$ cat src/psram_test_pkg.sv
package psram_test_pkg;

	// ------------------------------
	// widths and test data
	// ------------------------------
	localparam int addr_width = 22;
	localparam int data_width = 8;
	localparam int page_width = 14;
	localparam int offset_width = addr_width - page_width;
	localparam int msg_width = 2;

	localparam logic [data_width-1:0] test_pattern = 8'h9C;

	// ------------------------------
	// ascii codes
	// ------------------------------
	localparam logic [7:0] chr_cr = 8'h0D;
	localparam logic [7:0] chr_lf = 8'h0A;
	localparam logic [7:0] chr_sp = 8'h20;
	localparam logic [7:0] chr_0 = 8'h30;
	localparam logic [7:0] chr_a = 8'h41;
	localparam logic [7:0] chr_e = 8'h45;
	localparam logic [7:0] chr_g = 8'h47;
	localparam logic [7:0] chr_k = 8'h4B;
	localparam logic [7:0] chr_m = 8'h4D;
	localparam logic [7:0] chr_n = 8'h4E;
	localparam logic [7:0] chr_o = 8'h4F;
	localparam logic [7:0] chr_p = 8'h50;
	localparam logic [7:0] chr_r = 8'h52;
	localparam logic [7:0] chr_s = 8'h53;
	localparam logic [7:0] chr_t = 8'h54;

	// ------------------------------
	// messages
	// ------------------------------
	localparam logic [msg_width-1:0] msg_banner = 2'd0;
	localparam logic [msg_width-1:0] msg_ok = 2'd1;
	localparam logic [msg_width-1:0] msg_ram0 = 2'd2;
	localparam logic [msg_width-1:0] msg_ng = 2'd3;

	localparam int banner_len = 12;
	localparam int ok_len = 4;
	localparam int ram0_len = 6;
	// "NG aaaaaa dd\r\n"
	localparam int ng_len = 14;

	localparam logic [8*banner_len-1:0] str_banner = {chr_p, chr_s, chr_r, chr_a, chr_m,
		chr_sp, chr_t, chr_e, chr_s, chr_t, chr_cr, chr_lf};
	localparam logic [8*ok_len-1:0] str_ok = {chr_o, chr_k, chr_cr, chr_lf};
	localparam logic [8*ram0_len-1:0] str_ram0 = {chr_r, chr_a, chr_m, chr_0, chr_cr, chr_lf};

	// ------------------------------
	// state codes
	// ------------------------------
	localparam logic [1:0] port_idle = 2'd0;
	localparam logic [1:0] port_strobe = 2'd1;
	localparam logic [1:0] port_read_wait = 2'd2;

	localparam logic [3:0] seq_boot = 4'd0;
	localparam logic [3:0] seq_banner = 4'd1;
	localparam logic [3:0] seq_init_wait = 4'd2;
	localparam logic [3:0] seq_settle = 4'd3;
	localparam logic [3:0] seq_write = 4'd4;
	localparam logic [3:0] seq_write_wait = 4'd5;
	localparam logic [3:0] seq_read = 4'd6;
	localparam logic [3:0] seq_read_wait = 4'd7;
	localparam logic [3:0] seq_rep_wait = 4'd8;
	localparam logic [3:0] seq_next_phase = 4'd9;
	localparam logic [3:0] seq_done = 4'd10;

	// one address word, seen as page/offset or as hex digits
	typedef union packed {
		struct packed {
			logic [page_width-1:0] page;
			logic [offset_width-1:0] offset;
		} pg;
		struct packed {
			logic [1:0] top;
			logic [4:0][3:0] nib;
		} hex;
	} ram_addr_u;

endpackage

$ cat src/access_if.sv
`timescale 1ns/1ps

interface access_if;
	import psram_test_pkg::*;

	// command side, from the sequencer
	logic cmd_wr;
	logic cmd_rd;
	ram_addr_u address;
	logic [data_width-1:0] wdata;

	// completion side, from the port controller
	logic done;
	logic [data_width-1:0] rdata;

	modport seq (output cmd_wr, cmd_rd, address, wdata, input done, rdata);
	modport port (input cmd_wr, cmd_rd, address, wdata, output done, rdata);

endinterface

$ cat src/report_if.sv
`timescale 1ns/1ps

interface report_if;
	import psram_test_pkg::*;

	// request, held until done
	logic start;
	logic [msg_width-1:0] msg;
	ram_addr_u fail_address;
	logic [data_width-1:0] fail_data;

	// last character taken by the serial port
	logic done;

	modport seq (output start, msg, fail_address, fail_data, input done);
	modport fmt (input start, msg, fail_address, fail_data, output done);

endinterface

$ cat src/march_sequencer.sv
`timescale 1ns/1ps

module march_sequencer #(
	parameter int test_pages = 16384,
	parameter int settle_cycles = 54000000
) (
	input logic clk,
	input logic n_reset,
	input logic initial_busy,
	access_if.seq acc,
	report_if.seq rep,
	output logic test_done,
	output logic test_fail
);
	import psram_test_pkg::*;

	logic [3:0] state;
	logic [3:0] rep_next;
	logic phase;
	ram_addr_u addr;
	logic [31:0] settle_count;
	logic [data_width-1:0] expected;
	logic [offset_width-1:0] offset_first;
	logic [offset_width-1:0] offset_last;
	logic [offset_width-1:0] offset_step;
	logic last_page;

	// phase one walks offsets upward, phase two downward
	assign offset_first = phase ? '1 : '0;
	assign offset_last = phase ? '0 : '1;
	assign offset_step = phase ? addr.pg.offset - 1'b1 : addr.pg.offset + 1'b1;
	assign last_page = addr.pg.page == page_width'(test_pages - 1);

	assign expected = addr.pg.offset ^ test_pattern;
	assign acc.address = addr;
	assign acc.wdata = expected;
	assign rep.fail_address = addr;

	// ------------------------------
	// test program
	// ------------------------------
	always_ff @(posedge clk)
	begin
		if (!n_reset)
		begin
			state <= seq_boot;
			rep_next <= seq_boot;
			phase <= 1'b0;
			addr <= '0;
			settle_count <= '0;
			acc.cmd_wr <= 1'b0;
			acc.cmd_rd <= 1'b0;
			rep.start <= 1'b0;
			rep.msg <= msg_banner;
			test_done <= 1'b0;
			test_fail <= 1'b0;
		end
		else
		begin
			acc.cmd_wr <= 1'b0;
			acc.cmd_rd <= 1'b0;
			rep.start <= 1'b0;
			case (state)
			seq_boot:
				state <= seq_banner;
			seq_banner:
			begin
				rep.start <= 1'b1;
				rep.msg <= msg_banner;
				rep_next <= seq_init_wait;
				state <= seq_rep_wait;
			end
			seq_init_wait:
				if (!initial_busy)
				begin
					rep.start <= 1'b1;
					rep.msg <= msg_ok;
					settle_count <= '0;
					rep_next <= seq_settle;
					state <= seq_rep_wait;
				end
			seq_settle:
				if (settle_count == 32'(settle_cycles - 1))
				begin
					rep.start <= 1'b1;
					rep.msg <= msg_ram0;
					phase <= 1'b0;
					addr <= '0;
					rep_next <= seq_write;
					state <= seq_rep_wait;
				end
				else
					settle_count <= settle_count + 1'b1;
			// write one whole page
			seq_write:
			begin
				acc.cmd_wr <= 1'b1;
				state <= seq_write_wait;
			end
			seq_write_wait:
				if (acc.done)
				begin
					if (addr.pg.offset == offset_last)
					begin
						addr.pg.offset <= offset_first;
						state <= seq_read;
					end
					else
					begin
						addr.pg.offset <= offset_step;
						state <= seq_write;
					end
				end
			// then verify it in the same direction
			seq_read:
			begin
				acc.cmd_rd <= 1'b1;
				state <= seq_read_wait;
			end
			seq_read_wait:
				if (acc.done)
				begin
					if (acc.rdata != expected)
					begin
						test_fail <= 1'b1;
						rep.start <= 1'b1;
						rep.msg <= msg_ng;
						rep_next <= seq_next_phase;
						state <= seq_rep_wait;
					end
					else if (addr.pg.offset != offset_last)
					begin
						addr.pg.offset <= offset_step;
						state <= seq_read;
					end
					else if (last_page)
					begin
						rep.start <= 1'b1;
						rep.msg <= msg_ok;
						rep_next <= seq_next_phase;
						state <= seq_rep_wait;
					end
					else
					begin
						addr.pg.page <= addr.pg.page + 1'b1;
						addr.pg.offset <= offset_first;
						state <= seq_write;
					end
				end
			seq_rep_wait:
				if (rep.done)
					state <= rep_next;
			seq_next_phase:
				if (!phase)
				begin
					phase <= 1'b1;
					addr.pg.page <= '0;
					addr.pg.offset <= '1;
					state <= seq_write;
				end
				else
				begin
					test_done <= 1'b1;
					state <= seq_done;
				end
			// end of program, levels stay put
			seq_done:
				test_done <= 1'b1;
			default:
				state <= seq_boot;
			endcase
		end
	end

	// failing byte for the NG line
	always_ff @(posedge clk)
	begin
		if (state == seq_read_wait && acc.done)
			rep.fail_data <= acc.rdata;
	end

endmodule

$ cat src/psram_tester_top.sv
`timescale 1ns/1ps

module psram_tester_top #(
	parameter int test_pages = 16384,
	parameter int settle_cycles = 54000000
) (
	input logic clk,
	input logic n_reset,
	input logic initial_busy,
	// ram port
	output logic rd,
	output logic wr,
	output logic [psram_test_pkg::addr_width-1:0] address,
	output logic [psram_test_pkg::data_width-1:0] wdata,
	input logic busy,
	input logic [psram_test_pkg::data_width-1:0] rdata,
	input logic rdata_en,
	// serial send port
	output logic [psram_test_pkg::data_width-1:0] send_data,
	output logic send_req,
	input logic send_busy,
	// status
	output logic test_done,
	output logic test_fail
);

	access_if acc ();
	report_if rep ();

	ram_port_ctrl port_i (
		.clk(clk),
		.n_reset(n_reset),
		.acc(acc.port),
		.rd(rd),
		.wr(wr),
		.address(address),
		.wdata(wdata),
		.busy(busy),
		.rdata_en(rdata_en),
		.rdata(rdata)
	);

	march_sequencer #(
		.test_pages(test_pages),
		.settle_cycles(settle_cycles)
	) seq_i (
		.clk(clk),
		.n_reset(n_reset),
		.initial_busy(initial_busy),
		.acc(acc.seq),
		.rep(rep.seq),
		.test_done(test_done),
		.test_fail(test_fail)
	);

	report_formatter fmt_i (
		.clk(clk),
		.n_reset(n_reset),
		.rep(rep.fmt),
		.send_data(send_data),
		.send_req(send_req),
		.send_busy(send_busy)
	);

endmodule

$ cat src/ram_port_ctrl.sv
`timescale 1ns/1ps

module ram_port_ctrl (
	input logic clk,
	input logic n_reset,
	access_if.port acc,
	output logic rd,
	output logic wr,
	output logic [psram_test_pkg::addr_width-1:0] address,
	output logic [psram_test_pkg::data_width-1:0] wdata,
	input logic busy,
	input logic rdata_en,
	input logic [psram_test_pkg::data_width-1:0] rdata
);
	import psram_test_pkg::*;

	logic [1:0] state;
	logic wr_end;
	logic cmd_any;

	assign cmd_any = acc.cmd_wr | acc.cmd_rd;

	// ------------------------------
	// strobe control
	// ------------------------------
	always_ff @(posedge clk)
	begin
		if (!n_reset)
		begin
			state <= port_idle;
			rd <= 1'b0;
			wr <= 1'b0;
			wr_end <= 1'b0;
			acc.done <= 1'b0;
		end
		else
		begin
			// write completes one cycle after the strobe drops
			acc.done <= wr_end;
			wr_end <= 1'b0;
			case (state)
			port_idle:
				if (cmd_any)
				begin
					rd <= acc.cmd_rd;
					wr <= acc.cmd_wr;
					state <= port_strobe;
				end
			port_strobe:
				if (!busy)
				begin
					rd <= 1'b0;
					wr <= 1'b0;
					if (rd)
						state <= port_read_wait;
					else
					begin
						wr_end <= 1'b1;
						state <= port_idle;
					end
				end
			port_read_wait:
				if (rdata_en)
				begin
					acc.done <= 1'b1;
					state <= port_idle;
				end
			default:
				state <= port_idle;
			endcase
		end
	end

	// address, write data and read byte
	always_ff @(posedge clk)
	begin
		if (state == port_idle && cmd_any)
		begin
			address <= acc.address;
			wdata <= acc.wdata;
		end
		if (state == port_read_wait && rdata_en)
			acc.rdata <= rdata;
	end

endmodule

$ cat src/report_formatter.sv
`timescale 1ns/1ps

module report_formatter (
	input logic clk,
	input logic n_reset,
	report_if.fmt rep,
	output logic [psram_test_pkg::data_width-1:0] send_data,
	output logic send_req,
	input logic send_busy
);
	import psram_test_pkg::*;

	logic active;
	logic [3:0] idx;
	logic [3:0] last_idx;
	logic [data_width-1:0] next_char;

	// upper-case hex digit
	function automatic logic [data_width-1:0] hex_char(input logic [3:0] d);
		if (d < 4'd10)
			return chr_0 + data_width'(d);
		else
			return chr_a + data_width'(d) - 8'd10;
	endfunction

	// ------------------------------
	// character select
	// ------------------------------
	always_comb
	begin
		next_char = chr_sp;
		last_idx = 4'(ng_len - 1);
		case (rep.msg)
		msg_banner:
		begin
			next_char = str_banner[8 * (banner_len - 1 - int'(idx)) +: 8];
			last_idx = 4'(banner_len - 1);
		end
		msg_ok:
		begin
			next_char = str_ok[8 * (ok_len - 1 - int'(idx)) +: 8];
			last_idx = 4'(ok_len - 1);
		end
		msg_ram0:
		begin
			next_char = str_ram0[8 * (ram0_len - 1 - int'(idx)) +: 8];
			last_idx = 4'(ram0_len - 1);
		end
		msg_ng:
			case (idx)
			4'd0: next_char = chr_n;
			4'd1: next_char = chr_g;
			// six address digits, the first one only 2 bits wide
			4'd3: next_char = hex_char({2'b00, rep.fail_address.hex.top});
			4'd4: next_char = hex_char(rep.fail_address.hex.nib[4]);
			4'd5: next_char = hex_char(rep.fail_address.hex.nib[3]);
			4'd6: next_char = hex_char(rep.fail_address.hex.nib[2]);
			4'd7: next_char = hex_char(rep.fail_address.hex.nib[1]);
			4'd8: next_char = hex_char(rep.fail_address.hex.nib[0]);
			4'd10: next_char = hex_char(rep.fail_data[7:4]);
			4'd11: next_char = hex_char(rep.fail_data[3:0]);
			4'd12: next_char = chr_cr;
			4'd13: next_char = chr_lf;
			default: next_char = chr_sp;
			endcase
		endcase
	end

	// ------------------------------
	// serial pacing
	// ------------------------------
	always_ff @(posedge clk)
	begin
		if (!n_reset)
		begin
			active <= 1'b0;
			idx <= '0;
			send_req <= 1'b0;
			rep.done <= 1'b0;
		end
		else
		begin
			rep.done <= 1'b0;
			if (!active)
			begin
				if (rep.start)
				begin
					active <= 1'b1;
					idx <= '0;
				end
			end
			else if (send_req)
			begin
				if (!send_busy)
				begin
					send_req <= 1'b0;
					if (idx == last_idx)
					begin
						active <= 1'b0;
						rep.done <= 1'b1;
					end
					else
						idx <= idx + 1'b1;
				end
			end
			else
				send_req <= 1'b1;
		end
	end

	always_ff @(posedge clk)
	begin
		if (active && !send_req)
			send_data <= next_char;
	end

endmodule

$ cat config.mk
export PLATFORM = sky130hd
export DESIGN_NAME = psram_tester_top
export DESIGN_NICKNAME = d
export VERILOG_FILES = /design/src/psram_test_pkg.sv /design/src/access_if.sv /design/src/report_if.sv /design/src/march_sequencer.sv /design/src/psram_tester_top.sv /design/src/ram_port_ctrl.sv /design/src/report_formatter.sv
export SDC_FILE = /design/constraint.sdc
export NUM_CORES = 1
export LEC_CHECK = 0
export ABC_AREA = 1
export ABC_CLOCK_PERIOD_IN_PS = 4500
export BUFFER_PORTS_ARGS = -buffer_cell sky130_fd_sc_hd__clkbuf_2
export CORE_MARGIN = 3
export CORE_UTILIZATION = 57
export DETAILED_ROUTE_END_ITERATION = 10
export GPL_TIMING_DRIVEN = 1
export PLACE_DENSITY = 0.85
export RECOVER_POWER = 100
export REMOVE_ABC_BUFFERS = 1
export SLEW_MARGIN = 20
export SYNTH_ARGS = -nofsm -noshare
export SYNTH_HDL_FRONTEND = slang
export SYNTH_SLANG_ARGS = --single-unit
$ cat constraint.sdc
create_clock -name clk -period 4.5 [get_ports clk]
set_clock_uncertainty 0.15 [all_clocks]
set_input_delay 0.9 -clock clk [delete_from_list [all_inputs] [get_ports clk]]
set_output_delay 0.9 -clock clk [all_outputs]
set_load 0.05 [all_outputs]
==> summary.md <==
| Metric | Value |
|---|---|
| Synth top area share | between 10% and 20% |
| Slowest stage delay, CP | roughly 0.96 ns |
| CP Launch Type | flip-flop |
| Mapped Cells | about 1200 |
| Total routed wirelength | 21400 um |
| First-pass GRT wire length | between 30000 and 40000 um |
| Syn_area_per_cell | 6.89 um^2 |
| Initial antenna violation count | 0 |
| FFs w/ async S/R, synth | 0% |
| Met3 WL post-DR | just under 2000 um |
| Setup Buffers After CTS | 0 |
| Post-synthesis mux area share | 0% |
| CP Launch Point | seq_i.phase |
| FF-to-FF End | seq_i.acc.address[17] |
| Status | finished clean |
| CTS clock-pin slew for the worst setup and hold paths | around 0.06 ns |
| CP top delay family | simple AND/OR/NAND/NOR gates |
| Relative slew slack | 7.50% |
| Hpwl dp | 15500 um |
| Register area share after synthesis | 37.0% |
| DRC errors left | 0 |
| RSZ-0062 raised after global routing | false |
| Crit. End Element | flip-flop |
| FF-to-FF path depth | 12 |
| Area delta synth->final | 9.30% |
| Share of cells above drive strength 1 | approximately 6.1% |
| Clk pwr share | a little under two fifths |
| Antenna-violating nets left | 0 |
| Main synth FF type | dfxtp_1 |
| Part of the power in combinational logic | between 20% and 30% |
| Width of the die | ~130 um |
| Initial Utilization | between 50 and 60% |
| Clock sinks | 131 |
| Core area | roughly 14000 um^2 |
| Total power | around 3.5 mW |
| Xor and xnor area share after synthesis | around 2.4% |
| Fin crit period | 3.66 ns |
| Post-DR wirelength/cell | around 15 um |
| Vias in the first global route | around 7700 |
| YS warnings | 0 |
| Nets | ~1300 |
| Synth top area cells | dfxtp_1 (20%), edfxtp_1 (17%), nand2_1 (15%), nor2_1 (6.4%), inv_1 (6.1%) |
| Reg power frac | about 40% |
| Cell Pwr Density | between 300 and 400 nW/um^2 |
| Top post-synthesis cells by count | nand2_1 (347), nor2_1 (143), inv_1 (136), a21oi_1 (97), nand3_1 (92) |
| Max Buffers Root-to-Sink | 2 |
| Pint | roughly 2.3 mW |
| Die area | 16200 um^2 |
| Mapped cell area | between 8000 and 9000 um^2 |
| Routed via count | between 8000 and 9000 |
| Most numerous cell in the Yosys netlist | nand2_1 |
| GP Congestion | 0.988 |
| Largest net degree at the start of global routing | 32 |
| Final TNS setup | 0 ns |
| CP max stage cell | a21oi_1 |
| Switching pwr | roughly 1.2 mW |
| Worst hold margin | roughly 0.31 ns |
| Clk root buf | clkbuf_16 |
| WP data required | around 4.6 ns |
| I/O Buffers | 55 |
| Uppermost routed layer | met4 |
| CTS tree | built |
| CTS buffer count | 17 |
| GRT Util Overall | 26.6% |
| Area leader, netlist | dfxtp_1 |
| Post-synth EDFFs | around 50 |
| CP Cell Sequence | ha_1 -> nand2_2 -> nor2_1 -> clkinv_1 -> nor2_4 -> nand2_4 -> nand2_1 -> nand3_2 -> a21oi_1 -> nand2_4 -> nand2_1 -> a21oi_1 |
| CTS Hold Buffers Added | 0 |
| Setup CP Type | flip-flop to flip-flop |
| Yosys cell types | 51 |
| Sw frac | 34.2% |
| Met2 wire length | 9970 um |
| Initial drt markers | between 900 and 1000 |
| Grt total ovfl | 0 |
| Final setup violating endpoints | 0 |
| WL met1 | roughly 9100 um |
| Worst path arrival time | around 3.8 ns |
| Post-layout util | about two thirds |
| Vias per inst | roughly 5.6 |
| Rows | 43 |
| Buf+Inv Stages, Crit Path | 1 |
| Leakage | about 3.8 nW |
| CP max FO | 14 |
| Fin. max-slew vios | 0 |
| Final hold vios | 0 |
| ANT cells | 0 |
| Post-synthesis simple-gate area fraction | 35.1% |
| H-tree Lvls | 4 |
| Reg2Reg Launch Point | seq_i.phase |
| Setup slack, reg-to-reg | approximately 0.84 ns |
| Worst ir drop on vdd | between 0.2 and 0.25 mV |
| Complex-gate fraction of the synthesized area | roughly 11% |
| Placed insts | ~1400 |
| I/O pin count | 57 |
| First-pass DRT Iterations | 6 |
| Die Ht | 127 um |
| Crit path to | seq_i.acc.address[17] |
| Non-Filler Instances | between 1000 and 1500 |
| Flops & latches, synth | 131 |
| Largest family of logic cells by synthesized area | simple AND/OR/NAND/NOR gates |
| Max Cap Viol | 0 |
| Post_cts resized | 0 |
| Clk_lat worst skew | approximately 0.42 ns |
| Fin crit share | roughly four fifths |
| FMAX | around 0.27 GHz |
| Post-synthesis adder-cell area fraction | 5.15% |
| HP Class | flip-flop to flip-flop |
| Levels on crit path | 12 |
| Worst Max-Slew Pin Slew | roughly 1.4 ns |
[worst min path at each step]
stage | from | to | slack (ns) | depth (start not counted)
floorplan | port_i.wr_end | port_i.acc.done | 0.27 | 1
global placement | port_i.wr | port_i.wr | 0.30 | 2
detailed placement | port_i.acc.rdata[0] | seq_i.rep.fail_data[0] | 0.31 | 0
CTS | seq_i.rep_next[1] | seq_i.rep_next[1] | 0.32 | 2
global route | port_i.wr_end | port_i.acc.done | 0.33 | 1
finish | port_i.wr_end | port_i.acc.done | 0.31 | 1
[sequential cells by signal, indices dropped and copies added (netlist names), 2 cells and up]
register	count
fmt_i.idx	4
fmt_i.send_data	7
port_i.acc.rdata	8
port_i.address	18
port_i.state	2
port_i.wdata	8
seq_i.acc.address	22
seq_i.rep.fail_data	8
seq_i.rep_next	4
seq_i.settle_count	32
seq_i.state	4
[stage by stage]
step	instance area (um^2)	setup WS [ns]
after floorplan	8200	2.06
after global placement	8720	1.75
after detailed placement	8720	1.73
after CTS	9290	1.73
after global routing	9190	0.705
final	9190	0.841
[cell usage in the layout (no fill, tap or decap), types with 6 or more instances in the layout]
| master | netlist | final |
|---|---|---|
| nand2_1 | 347 | 350 |
| nor2_1 | 143 | 145 |
| inv_1 | 136 | 141 |
| a21oi_1 | 97 | 98 |
| nand3_1 | 92 | 92 |
| dfxtp_1 | 82 | 82 |
| o21ai_0 | 52 | 53 |
| edfxtp_1 | 49 | 49 |
| clkbuf_1 | 8 | 47 |
| ha_1 | 33 | 33 |
| nor3_1 | 24 | 24 |
| nand4_1 | 21 | 21 |
| xor2_1 | 19 | 19 |
| clkbuf_16 | 0 | 17 |
| clkbuf_2 | 1 | 11 |
| or2_2 | 9 | 9 |
| nand3b_1 | 8 | 8 |
| clkinvlp_4 | 0 | 6 |
[per-layer routing]
metal  vias up  global-route usage [%]
met5         -                       0
met3        51                    5.06
met4         0                    8.96
met2       411                    43.2
li1       4056                       -
met1      3728                    35.7
[cell type report]
type	instances	area, um^2
inverters	148	556
fillers	1243	4960
repair buffers	58	235
flip-flops and latches	131	3110
clock buffers	19	443
multi-input cells	912	4500
well taps	180	225
clock inverters	13	124
[power groups by stage]
stage               Clock, mW  Sequential [mW]  Combinational (mW)
finish                   1.34             1.39               0.804
global route             1.40             1.40               0.898
CTS                      1.34             1.39               0.811
detailed placement          0             1.41               0.808
global placement            0             1.41               0.794
floorplan                   0             1.55               0.479
[kinds of logic (layout without fill, tap and decap cells)]
| kind of cell | count (synthesis) | in the layout |
|---|---|---|
| other cells | 1 | 1 |
| buf+inv | 178 | 238 |
| xor+xnor | 23 | 23 |
| fa+ha+maj | 34 | 34 |
| simple gates | 679 | 679 |
| flops | 131 | 131 |
| compound gates | 175 | 175 |
(Power assumes the default switching activity.)
